$ cat config.mk
export PLATFORM = sky130hd
export DESIGN_NAME = hm_unit
export DESIGN_NICKNAME = d
export VERILOG_FILES = /design/src/verilog/hm_pkg.sv /design/src/verilog/hm_unit.sv /design/src/verilog/hm_lock_table.sv /design/src/verilog/hm_miss_counters.sv /design/src/verilog/hm_tag_store.sv
export SDC_FILE = /design/constraint.sdc
export NUM_CORES = 1
export LEC_CHECK = 0
export ABC_AREA = 0
export ABC_CLOCK_PERIOD_IN_PS = 7300
export BUFFER_PORTS_ARGS = -buffer_cell sky130_fd_sc_hd__buf_2
export CORE_MARGIN = 10
export CORE_UTILIZATION = 66
export DETAILED_ROUTE_END_ITERATION = 10
export HOLD_SLACK_MARGIN = 0.06
export PLACE_DENSITY_LB_ADDON = 0.12
export REMOVE_ABC_BUFFERS = 1
export SLEW_MARGIN = 20
export SYNTH_ARGS = -nofsm -noshare
export SYNTH_HDL_FRONTEND = slang
export SYNTH_SLANG_ARGS = --single-unit
$ cat constraint.sdc
create_clock -name clk_i -period 7.3 [get_ports clk_i]
set_input_delay 0.73 -clock clk_i [delete_from_list [all_inputs] [get_ports clk_i]]
set_output_delay 0.73 -clock clk_i [all_outputs]
set_load 0.02 [all_outputs]
$ cat src/verilog/hm_pkg.sv
package hm_pkg;

  //////////////////////////////////////////////////
  // cache geometry
  //////////////////////////////////////////////////

  // address is tag | index | offset
  localparam int unsigned ADDR_W   = 16;
  localparam int unsigned OFFSET_W = 4;
  localparam int unsigned INDEX_W  = 4;
  localparam int unsigned SETS     = 16;
  localparam int unsigned TAG_W    = 8;
  localparam int unsigned WAYS     = 2;

  // transaction ids and per-id miss counting
  localparam int unsigned ID_W     = 2;
  localparam int unsigned NUM_IDS  = 4;
  // a counter at its max value stalls the unit
  localparam int unsigned CNT_W    = 3;

  //////////////////////////////////////////////////
  // basic types
  //////////////////////////////////////////////////

  // one-hot way select
  typedef logic [WAYS-1:0]    way_ind_t;
  typedef logic [INDEX_W-1:0] index_t;
  typedef logic [TAG_W-1:0]   tag_t;
  typedef logic [ID_W-1:0]    id_t;

  // tag store operation
  typedef enum logic [1:0] {
    TAG_IDLE   = 2'd0,
    TAG_LOOKUP = 2'd1,
    TAG_INIT   = 2'd2
  } tag_mode_e;

  //////////////////////////////////////////////////
  // structs
  //////////////////////////////////////////////////

  // descriptor; addr, id and rw come in, the rest is filled by the lookup
  typedef struct packed {
    logic [ADDR_W-1:0] addr;
    id_t               id;
    // 1 = write
    logic              rw;
    way_ind_t          way_ind;
    logic              refill;
    logic              evict;
    tag_t              evict_tag;
  } desc_t;

  // names one line
  typedef struct packed {
    index_t   index;
    way_ind_t way_ind;
  } lock_t;

  // one count event for an id
  typedef struct packed {
    id_t  id;
    logic valid;
  } cnt_t;

  typedef struct packed {
    tag_mode_e mode;
    index_t    index;
    tag_t      tag;
    logic      dirty;
  } store_req_t;

  typedef struct packed {
    way_ind_t way_ind;
    logic     hit;
    logic     evict;
    tag_t     evict_tag;
  } store_res_t;

endpackage
$ cat src/verilog/hm_unit.sv
`timescale 1ns/1ps

module hm_unit (
  input  logic          clk_i,
  input  logic          reset_i,
  input  hm_pkg::desc_t desc_i,
  input  logic          valid_i,
  output logic          ready_o,
  output hm_pkg::desc_t desc_o,
  output logic          hit_valid_o,
  input  logic          hit_ready_i,
  output logic          miss_valid_o,
  input  logic          miss_ready_i,
  input  hm_pkg::lock_t w_unlock_i,
  input  logic          w_unlock_req_i,
  output logic          w_unlock_gnt_o,
  input  hm_pkg::lock_t r_unlock_i,
  input  logic          r_unlock_req_i,
  output logic          r_unlock_gnt_o,
  input  hm_pkg::cnt_t  cnt_down_i
);

  // tag store handshake
  hm_pkg::store_req_t store_req;
  logic               store_req_valid;
  logic               store_req_ready;
  hm_pkg::store_res_t store_res;
  logic               store_res_valid;
  logic               store_res_ready;

  // lock table and miss counters
  hm_pkg::lock_t      lock;
  logic               lock_req;
  logic               locked;
  hm_pkg::cnt_t       cnt_up;
  logic               to_miss;
  logic               cnt_stall;

  // descriptor held in the unit
  logic               busy_q;
  hm_pkg::desc_t      desc_q;
  logic               send;
  logic               out_fire;

  //////////////////////////////////////////////////
  // output descriptor and routing
  //////////////////////////////////////////////////
  always_comb begin
    desc_o           = desc_q;
    // lookup fields come straight from the held response
    desc_o.way_ind   = store_res.way_ind;
    desc_o.refill    = ~store_res.hit;
    desc_o.evict     = store_res.evict;
    desc_o.evict_tag = store_res.evict_tag;
  end

  // hold back while the line is in use or the id counter is full
  assign send         = busy_q & store_res_valid & ~locked & ~cnt_stall;
  assign hit_valid_o  = send & store_res.hit & ~to_miss;
  assign miss_valid_o = send & (~store_res.hit | to_miss);
  assign out_fire     = (hit_valid_o & hit_ready_i) | (miss_valid_o & miss_ready_i);

  // releases the response on the transfer
  assign store_res_ready = out_fire;

  //////////////////////////////////////////////////
  // input side, lookup request
  //////////////////////////////////////////////////
  // next descriptor can enter on the cycle the current one leaves
  assign ready_o         = (~busy_q | out_fire) & store_req_ready;
  assign store_req_valid = valid_i & (~busy_q | out_fire);

  always_comb begin
    store_req.mode  = store_req_valid ? hm_pkg::TAG_LOOKUP : hm_pkg::TAG_IDLE;
    store_req.index = desc_i.addr[hm_pkg::OFFSET_W +: hm_pkg::INDEX_W];
    store_req.tag   = desc_i.addr[hm_pkg::ADDR_W-1 -: hm_pkg::TAG_W];
    store_req.dirty = desc_i.rw;
  end

  always_ff @(posedge clk_i) begin
    if (reset_i) begin
      busy_q <= 1'b0;
    end else if (valid_i && ready_o) begin
      busy_q <= 1'b1;
    end else if (out_fire) begin
      busy_q <= 1'b0;
    end
  end

  always_ff @(posedge clk_i) begin
    if (valid_i && ready_o) begin
      desc_q <= desc_i;
    end
  end

  // lock on every transfer, count up only on the miss path
  assign lock.index   = desc_q.addr[hm_pkg::OFFSET_W +: hm_pkg::INDEX_W];
  assign lock.way_ind = desc_o.way_ind;
  assign lock_req     = out_fire;
  assign cnt_up.id    = desc_q.id;
  assign cnt_up.valid = miss_valid_o & miss_ready_i;

  hm_tag_store u_tag_store (
    .clk_i       (clk_i),
    .reset_i     (reset_i),
    .req_i       (store_req),
    .req_valid_i (store_req_valid),
    .req_ready_o (store_req_ready),
    .res_o       (store_res),
    .res_valid_o (store_res_valid),
    .res_ready_i (store_res_ready)
  );

  hm_miss_counters u_miss_counters (
    .clk_i      (clk_i),
    .reset_i    (reset_i),
    .id_i       (desc_q.id),
    .cnt_up_i   (cnt_up),
    .cnt_down_i (cnt_down_i),
    .to_miss_o  (to_miss),
    .stall_o    (cnt_stall)
  );

  hm_lock_table u_lock_table (
    .clk_i          (clk_i),
    .reset_i        (reset_i),
    .lock_i         (lock),
    .lock_req_i     (lock_req),
    .locked_o       (locked),
    .w_unlock_i     (w_unlock_i),
    .w_unlock_req_i (w_unlock_req_i),
    .w_unlock_gnt_o (w_unlock_gnt_o),
    .r_unlock_i     (r_unlock_i),
    .r_unlock_req_i (r_unlock_req_i),
    .r_unlock_gnt_o (r_unlock_gnt_o)
  );

endmodule

$ cat src/verilog/hm_lock_table.sv
`timescale 1ns/1ps

module hm_lock_table (
  input  logic          clk_i,
  input  logic          reset_i,
  input  hm_pkg::lock_t lock_i,
  input  logic          lock_req_i,
  output logic          locked_o,
  input  hm_pkg::lock_t w_unlock_i,
  input  logic          w_unlock_req_i,
  output logic          w_unlock_gnt_o,
  input  hm_pkg::lock_t r_unlock_i,
  input  logic          r_unlock_req_i,
  output logic          r_unlock_gnt_o
);

  // one bit per set and way
  hm_pkg::way_ind_t lock_q [hm_pkg::SETS];
  hm_pkg::lock_t    unlock;
  logic             unlock_valid;

  //////////////////////////////////////////////////
  // unlock arbitration, write first
  //////////////////////////////////////////////////
  assign w_unlock_gnt_o = w_unlock_req_i;
  assign r_unlock_gnt_o = r_unlock_req_i & ~w_unlock_req_i;
  assign unlock_valid   = w_unlock_req_i | r_unlock_req_i;

  // granted line
  always_comb begin
    if (w_unlock_req_i) begin
      unlock = w_unlock_i;
    end else begin
      unlock = r_unlock_i;
    end
  end

  // query of the line the unit wants to send
  assign locked_o = |(lock_q[lock_i.index] & lock_i.way_ind);

  always_ff @(posedge clk_i) begin
    if (reset_i) begin
      for (int s = 0; s < hm_pkg::SETS; s++) begin
        lock_q[s] <= '0;
      end
    end else begin
      for (int s = 0; s < hm_pkg::SETS; s++) begin
        // clear first, then set
        if (lock_req_i && (lock_i.index == hm_pkg::index_t'(s))) begin
          lock_q[s] <= (unlock_valid && (unlock.index == hm_pkg::index_t'(s))) ?
                       ((lock_q[s] & ~unlock.way_ind) | lock_i.way_ind) :
                       (lock_q[s] | lock_i.way_ind);
        end else if (unlock_valid && (unlock.index == hm_pkg::index_t'(s))) begin
          lock_q[s] <= lock_q[s] & ~unlock.way_ind;
        end
      end
    end
  end

endmodule

$ cat src/verilog/hm_miss_counters.sv
`timescale 1ns/1ps

module hm_miss_counters (
  input  logic         clk_i,
  input  logic         reset_i,
  input  hm_pkg::id_t  id_i,
  input  hm_pkg::cnt_t cnt_up_i,
  input  hm_pkg::cnt_t cnt_down_i,
  output logic         to_miss_o,
  output logic         stall_o
);

  // outstanding misses per id
  logic [hm_pkg::CNT_W-1:0]   cnt_q [hm_pkg::NUM_IDS];
  logic [hm_pkg::NUM_IDS-1:0] up;
  logic [hm_pkg::NUM_IDS-1:0] down;

  // decode the count events to one bit per id
  always_comb begin
    for (int i = 0; i < hm_pkg::NUM_IDS; i++) begin
      up[i]   = cnt_up_i.valid && (cnt_up_i.id == hm_pkg::id_t'(i));
      down[i] = cnt_down_i.valid && (cnt_down_i.id == hm_pkg::id_t'(i));
    end
  end

  always_ff @(posedge clk_i) begin
    if (reset_i) begin
      for (int i = 0; i < hm_pkg::NUM_IDS; i++) begin
        cnt_q[i] <= '0;
      end
    end else begin
      for (int i = 0; i < hm_pkg::NUM_IDS; i++) begin
        // up and down together cancel out
        if (up[i] && !down[i]) begin
          cnt_q[i] <= cnt_q[i] + 1'b1;
        end else if (down[i] && !up[i]) begin
          cnt_q[i] <= cnt_q[i] - 1'b1;
        end
      end
    end
  end

  // any miss in flight, hits of this id must follow it
  assign to_miss_o = |cnt_q[id_i];
  // counter saturated, no further misses can be counted
  assign stall_o   = &cnt_q[id_i];

endmodule

$ cat src/verilog/hm_tag_store.sv
`timescale 1ns/1ps

module hm_tag_store (
  input  logic               clk_i,
  input  logic               reset_i,
  input  hm_pkg::store_req_t req_i,
  input  logic               req_valid_i,
  output logic               req_ready_o,
  output hm_pkg::store_res_t res_o,
  output logic               res_valid_o,
  input  logic               res_ready_i
);

  // storage, no reset, cleared by the init walk
  hm_pkg::tag_t       tag_q   [hm_pkg::SETS][hm_pkg::WAYS];
  hm_pkg::way_ind_t   valid_q [hm_pkg::SETS];
  hm_pkg::way_ind_t   dirty_q [hm_pkg::SETS];
  // round-robin victim per set, one-hot
  hm_pkg::way_ind_t   rr_q    [hm_pkg::SETS];

  logic               init_busy_q;
  hm_pkg::index_t     init_idx_q;
  hm_pkg::tag_mode_e  op;

  hm_pkg::way_ind_t   hit_way;
  hm_pkg::way_ind_t   free_way;
  hm_pkg::way_ind_t   victim;
  logic               hit;
  logic               victim_valid;
  logic               victim_dirty;
  hm_pkg::tag_t       victim_tag;
  hm_pkg::store_res_t res_q;
  logic               res_valid_q;

  // no requests while the clear walk runs
  assign req_ready_o = ~init_busy_q;
  assign res_o       = res_q;
  assign res_valid_o = res_valid_q;

  // effective operation this cycle
  always_comb begin
    if (init_busy_q) begin
      op = hm_pkg::TAG_INIT;
    end else if (req_valid_i) begin
      op = req_i.mode;
    end else begin
      op = hm_pkg::TAG_IDLE;
    end
  end

  //////////////////////////////////////////////////
  // lookup and victim selection
  //////////////////////////////////////////////////
  always_comb begin
    hit_way    = '0;
    free_way   = '0;
    victim_tag = '0;
    for (int w = 0; w < hm_pkg::WAYS; w++) begin
      hit_way[w] = valid_q[req_i.index][w] && (tag_q[req_i.index][w] == req_i.tag);
    end
    // scan downwards so the lowest invalid way wins
    for (int w = hm_pkg::WAYS - 1; w >= 0; w--) begin
      if (!valid_q[req_i.index][w]) begin
        free_way = hm_pkg::way_ind_t'(1) << w;
      end
    end
    hit = |hit_way;
    if (hit) begin
      victim = hit_way;
    end else if (|free_way) begin
      victim = free_way;
    end else begin
      victim = rr_q[req_i.index];
    end
    victim_valid = |(victim & valid_q[req_i.index]);
    victim_dirty = |(victim & dirty_q[req_i.index]);
    for (int w = 0; w < hm_pkg::WAYS; w++) begin
      if (victim[w]) begin
        victim_tag = tag_q[req_i.index][w];
      end
    end
  end

  // array updates, tags written in the request cycle
  always_ff @(posedge clk_i) begin
    case (op)
      hm_pkg::TAG_INIT: begin
        valid_q[init_idx_q] <= '0;
        dirty_q[init_idx_q] <= '0;
        rr_q[init_idx_q]    <= hm_pkg::way_ind_t'(1);
      end
      hm_pkg::TAG_LOOKUP: begin
        for (int w = 0; w < hm_pkg::WAYS; w++) begin
          if (victim[w]) begin
            tag_q[req_i.index][w] <= req_i.tag;
          end
        end
        valid_q[req_i.index] <= valid_q[req_i.index] | victim;
        // a hit keeps the old dirty bit, a refill starts from rw
        if (hit) begin
          dirty_q[req_i.index] <= dirty_q[req_i.index] |
                                  (victim & {hm_pkg::WAYS{req_i.dirty}});
        end else begin
          dirty_q[req_i.index] <= (dirty_q[req_i.index] & ~victim) |
                                  (victim & {hm_pkg::WAYS{req_i.dirty}});
        end
        // rotate only when a valid line got replaced
        if (!hit && victim_valid) begin
          rr_q[req_i.index] <= {rr_q[req_i.index][hm_pkg::WAYS-2:0],
                                rr_q[req_i.index][hm_pkg::WAYS-1]};
        end
      end
      default: ;
    endcase
  end

  // response payload
  always_ff @(posedge clk_i) begin
    if (op == hm_pkg::TAG_LOOKUP) begin
      res_q.way_ind   <= victim;
      res_q.hit       <= hit;
      res_q.evict     <= ~hit & victim_valid & victim_dirty;
      res_q.evict_tag <= (~hit & victim_valid & victim_dirty) ? victim_tag : '0;
    end
  end

  //////////////////////////////////////////////////
  // init walk and response valid
  //////////////////////////////////////////////////
  always_ff @(posedge clk_i) begin
    if (reset_i) begin
      init_busy_q <= 1'b1;
      init_idx_q  <= '0;
      res_valid_q <= 1'b0;
    end else begin
      if (op == hm_pkg::TAG_INIT) begin
        init_idx_q <= init_idx_q + 1'b1;
        // last set cleared
        if (init_idx_q == hm_pkg::index_t'(hm_pkg::SETS - 1)) begin
          init_busy_q <= 1'b0;
        end
      end
      // new lookup wins over the release of the old response
      if (op == hm_pkg::TAG_LOOKUP) begin
        res_valid_q <= 1'b1;
      end else if (res_ready_i) begin
        res_valid_q <= 1'b0;
      end
    end
  end

endmodule

### Yosys cells after proc, flatten, opt, wreduce, memory -nomap -nowiden

Memories as Yosys holds them, arrays and structs flattened. A register that Yosys moved wholly into a read port is not among the register bits.
Index checks and enable logic that the tools add are counted.

* register bits: 38
* memory bits (writable): 396
* input port bits: 53
* output and inout port bits: 36
* logic and storage cells: 510
* memories: 6

Memory list
* u_tag_store.tag_q: depth 16, width 16, read ports 1, clocked after memory_dff 0, write ports 1, line hm_tag_store.sv:15 `hm_pkg::tag_t tag_q [hm_pkg::SETS][hm_pkg::WAYS];`
* u_lock_table.lock_q: depth 16, width 2, read ports 17, clocked after memory_dff 1, write ports 16, line hm_lock_table.sv:18 `hm_pkg::way_ind_t lock_q [hm_pkg::SETS];`
* u_tag_store.dirty_q: depth 16, width 2, read ports 1, clocked after memory_dff 0, write ports 1, line hm_tag_store.sv:17 `hm_pkg::way_ind_t dirty_q [hm_pkg::SETS];`
* u_tag_store.rr_q: depth 16, width 2, read ports 1, clocked after memory_dff 0, write ports 1, line hm_tag_store.sv:19 `hm_pkg::way_ind_t rr_q [hm_pkg::SETS];`
* u_tag_store.valid_q: depth 16, width 2, read ports 1, clocked after memory_dff 0, write ports 1, line hm_tag_store.sv:16 `hm_pkg::way_ind_t valid_q [hm_pkg::SETS];`
* u_miss_counters.cnt_q: depth 4, width 3, read ports 5, clocked after memory_dff 1, write ports 4, line hm_miss_counters.sv:14 `logic [hm_pkg::CNT_W-1:0] cnt_q [hm_pkg::NUM_IDS];`

* $add $sub $neg: 9
* equal/unequal tests: 41
* muxes and demuxes: 241
* bitwise logic cells: 124
* reductions and logical operators: 78

Operators with widths (number)
* 1-bit two-way mux: 168
* 2-bit two-way mux: 58
* 2-bit bitwise OR: 35
* 4-bit equality test (second input constant): 17
* 1-bit logical AND: 52
* 1-bit bitwise OR: 45
* 2-bit bitwise AND: 21
* 4-bit by 3-bit equality test with 1-bit output (second input constant): 8
* 3-bit two-way mux: 8
* 4-bit by 2-bit equality test with 1-bit output (second input constant): 4
* 8-bit equality test: 2
* 4-bit two-way mux: 4
* 8-bit two-way mux: 2
* 2-bit OR reduction: 8
* 1-bit bitwise AND: 13
* 3-bit by 1-bit adder with 3-bit output (second input constant): 4
* 3-bit by 1-bit subtractor with 3-bit output (second input constant): 4
* 2-bit equality test (second input constant): 5
* 1-bit zero test: 9
* 4-bit by 1-bit equality test with 1-bit output (second input constant): 2
* 4-bit zero test: 2
* 1-bit inverter: 8
* 2-bit by 1-bit equality test with 1-bit output (second input constant): 3
* 6-bit two-way mux: 1
* 7 further kinds: 10

### Logic depth before layout (Yosys ltp)

* depth after elaboration: 19
* gate-level depth with buffers: 17
* gate-level depth less buffers: 12

### Hierarchy

A second synthesis with hierarchy kept.

* cell total of the unflattened synthesis: 1349
* area total of the unflattened synthesis: 20292.0 um^2

By module, submodules not included
* hm_tag_store: instances 1, cells an instance 938, area an instance 16025.4 um^2, sequential area each 11050.6 um^2
* hm_lock_table: instances 1, cells an instance 288, area an instance 2630.0 um^2, sequential area each 960.9 um^2
* hm_miss_counters: instances 1, cells an instance 78, area an instance 880.8 um^2, sequential area each 360.3 um^2
* hm_unit: instances 1, cells an instance 45, area an instance 755.7 um^2, sequential area each 590.6 um^2

### Least setup slack after synthesis

Ideal clock, no wire load.

* kind: input -> register
* start: in desc_i[19] (netlist name)
* end: mem u_tag_store.tag_q[14][10] (netlist name) (enable)
* setup time: 0.383 ns
* data arrival time: 3.779 ns
* data required time: 6.917 ns
* slack: 3.137 ns
* stages on the path: 13
* path buffers: 5
* cell sequence: buf_4 buf_6 buf_6 buf_2 mux4_2 a22oi_1 nand2_1 xor2_1 a21oi_1 nand4b_4 a21boi_1 buf_2 nor3_1

* longest elaborated chain between the ends: 9
* elaborated cells on any way between the ends: 16
* classes of those cells: 2 x eq/ne; 7 x mux; 4 x reduce/logical; 3 x memory

RTL lines
* from (decl): line hm_unit.sv:6 `input hm_pkg::desc_t desc_i,`
* memory 16 x 2 bit
* 2-bit two-way mux (2 in a row): line hm_tag_store.sv:63 `if (!valid_q[req_i.index][w]) begin`
* 2-bit OR reduction: line hm_tag_store.sv:70 `end else if (|free_way) begin`
* 2-bit two-way mux: line hm_tag_store.sv:70
* 2-bit two-way mux: line hm_tag_store.sv:68 `if (hit) begin`
* 1-bit two-way mux: line hm_tag_store.sv:94 `if (victim[w]) begin`
* 1-bit two-way mux: line hm_tag_store.sv:86 `case (op)`
* 1-bit two-way mux (implied by the code): line hm_tag_store.sv:95 `tag_q[req_i.index][w] <= req_i.tag;`
* to (decl): line hm_tag_store.sv:15

Several ways; a longest one is shown, not always the timed one.

### Final worst setup path

* start: in desc_i[20] (netlist name)
* end: mem u_tag_store.dirty_q[1][0] (netlist name), data pin

* longest elaborated chain between the ends: 11
* elaborated cells on any way between the ends: 29
* classes of those cells: 2 x eq/ne; 12 x mux; 6 x bitwise; 5 x reduce/logical; 4 x memory

RTL lines (line)
* parallel branches: the longest is 10 deep, another holds memory 16 x 16 bit
* 2-bit two-way mux (no source line) (*)
* to (decl): hm_tag_store.sv:17

Mark *: on every way between the ends.

==> results by group <==
Outcome
  – Status: finished, final reports clean

Power and ir drop
  – Logic gate share of total power: 0.061
  – Net Sw Power: 1.15 mW
  – VDD IR max: 260 µV
  – Tot Pwr: 5.33 mW
  – Pint: 4.18 mW
  – Clock Power Share: 0.414
  – PD cells: 249 mW/mm²
  – Sequential power share: 0.525
  – Net Sw Frac: 0.216
  – Lkg Pwr: 7.25 nW

STA
  – RSZ-0062 raised after global routing: no
  – Worst Clk Skew: 0.0219 ns
  – Worst-Margin Slew: 1.05 ns
  – Final setup fails: 0
  – Final Hold Viols: 0
  – Min Hold Slack: 0.359 ns
  – Slew headroom: 0.301
  – TNS Setup: 0 ns
  – Final worst-path cycle share: 0.689
  – Tmin final: 5.03 ns
  – F_max: 199 MHz
  – Fin. max-slew vios: 0

Placement
  – Input/output buffers: 76
  – Gpl congestion: 0.865
  – DPL Wire Length: 28.2 mm

Worst setup path
  – Startpoint types: input pin
  – Critical Path End Type: register
  – Crit path required time: 7.49 ns
  – Crit-path max FO: 46
  – WS Path Type: in2reg
  – Worst Path Arrival: 5.22 ns

Routing
  – Met2 routed WL: 21.9 mm
  – WL/cell: 25.3 µm
  – M1 wire length: 17.6 mm
  – ANT nets after route: 0
  – Drt via density: 6.65
  – DRT Wirelength: 44.7 mm
  – Drt initial violations: 1330
  – Via count: 11800
  – Initial DRT Pass Iterations: 5
  – Highest routed layer: met4
  – Residual DRC count: 0
  – Met3 wire length: 4.12 mm

Floorplanning
  – Core Region: 0.0289 mm²
  – I/O Pins: 89
  – Initial Util: 0.674
  – Cell Rows: 62
  – Die H: 192 µm
  – DIE AREA: 0.0368 mm²
  – Die X: 192 µm

Yosys
  – Top cells by area, synth: edfxtp_1, mux4_2, mux2i_1, nor2_1, nand2_1
  – Mapped Area: 0.0195 mm²
  – Cells after Synth: 1296
  – EDFF count, synth: 427
  – Ys flop type: edfxtp_1
  – Area leader, netlist: edfxtp_1
  – Synth unique cells: 64
  – Syn Area/Cell: 15.0 µm²
  – Yosys warns: 0
  – Sequential element share of the synthesized area: 0.671
  – Top-area cell type share of the netlist area: 0.657
  – Asr flop ratio synth: 0
  – Seq cells post-synth: 440

Finish
  – Layout cells sized above 1: 0.183
  – Ant diodes: 0
  – Most common cell after layout, fill and taps aside: edfxtp_1
  – Most frequent cells in the layout: edfxtp_1, nor2_1, nand2_1
  – Area Overhead vs Synth: 9.96%
  – Nets@finish: 1409

Clock tree
  – CTS tree: yes
  – Htree depth: 2
  – CTS Buf Count: 44
  – Cts hold-fix bufs: 0
  – Root buffer cell: clkbuf_16
  – Clock sink count: 440
  – Clock transition at path regs: 0.06 ns
  – Maximum clock path buffer count: 3
  – Postcts setup bufs: 0
  – Later-pin clock latency in the skew report: 0.55 ns
  – # resized after CTS: 0

Global routing
  – Antenna violations before repair: 0
  – Total grt overflow: 0
  – Vias in the first global route: 11700
  – GRT Overall Usage: 0.242
  – Largest net degree at the start of global routing: 58
  – First-pass GRT wire length: 68.0 mm

Min path
  – Hold Path Class: in2reg

Job
  – Max-cap violations: 0
[logic make-up after synthesis]
family / count (synthesis) / synth area share
simple gates: 367 / 0.0887
compound gates: 211 / 0.0687
fa+ha+maj: 6 / 0.00500
xor+xnor: 26 / 0.0117
mux: 140 / 0.128
buf+inv: 106 / 0.0274
flops: 440 / 0.671
[final timing paths]
| check | start | end | slack, ns | cells after the start |
|---|---|---|---|---|
| setup / recovery | desc_i[20] | u_tag_store.dirty_q[1][0] | 2.27 | 11 |
| hold / removal | desc_i[15] | desc_o[15] | 0.36 | 1 |
| setup reg to reg | u_miss_counters.cnt_q[3][2] | u_tag_store.dirty_q[2][1] | 2.54 | 10 |
| hold reg to reg | u_tag_store.res_valid_o | u_tag_store.res_valid_o | 0.49 | 2 |
[critical path: stages]
cell and delay, ns:
buf_4 0.42, buf_4 0.63, mux4_2 0.42, mux2i_1 0.25, mux2i_1 0.22, xnor2_1 0.19, nand3_1 0.09, or4_1 0.72
a21boi_1 0.86, a21boi_0 0.23, o21a_1 0.43
[synthesized netlist by cell type (18+ instances only)]
cell and n:
a21oi_1 38, a22oi_1 31, clkbuf_1 34, edfxtp_1 427
inv_1 22, mux2i_1 51, mux4_2 87, nand2_1 108
nand3_1 27, nor2_1 117, nor2b_1 18, nor3_1 31
o21ai_0 72
[cell type report]
cell class              count  area (µm²)
flip-flops and latches    440       13100
inverters                  25        93.8
clock buffers              57        1170
multi-input cells         750        5900
clock inverters            24         233
fillers                  1758        7490
well taps                 384         480
repair buffers             89         487
[power groups by stage]
stage | Clock [mW] | Combinational, mW | Sequential [mW]
global route | 2.31 | 0.350 | 2.80
global placement | 0 | 0.310 | 2.85
CTS | 2.22 | 0.321 | 2.80
floorplan | 0 | 0.181 | 2.85
finish | 2.21 | 0.325 | 2.80
detailed placement | 0 | 0.318 | 2.85
[sequential cells by signal, summed over array words and instances, names as in the netlist, named ones only]
register                 count
u_tag_store.rr_q            32
busy_q                       1
u_tag_store.res_valid_o      1
u_lock_table.lock_q         32
u_tag_store.tag_q          256
u_miss_counters.cnt_q       12
desc_o                      19
u_tag_store.init_busy_q      1
u_tag_store.dirty_q         32
u_tag_store.valid_q         32
u_tag_store.init_idx_q       4
u_tag_store.res_o           12
[layer usage]
metal / vias to the layer above / GRT usage
met1: 5873 / 0.332
met3: 90 / 0.0421
met2: 672 / 0.391
li1: 5129 / -
met5: - / 0
met4: 0 / 0.0739
[per-stage QoR]
stage | setup WS, ns | area [µm²] | util | std cells
finish | 2.27 | 21400 | 0.741 | 1769
global route | 2.06 | 21400 | 0.741 | 1769
CTS | 2.33 | 21400 | 0.741 | 1769
detailed placement | 1.81 | 20000 | 0.692 | 1688
global placement | 1.88 | 20000 | 0.692 | 1688
floorplan | 2.28 | 19100 | - | 1215
Power figures use the tool's default switching activity.
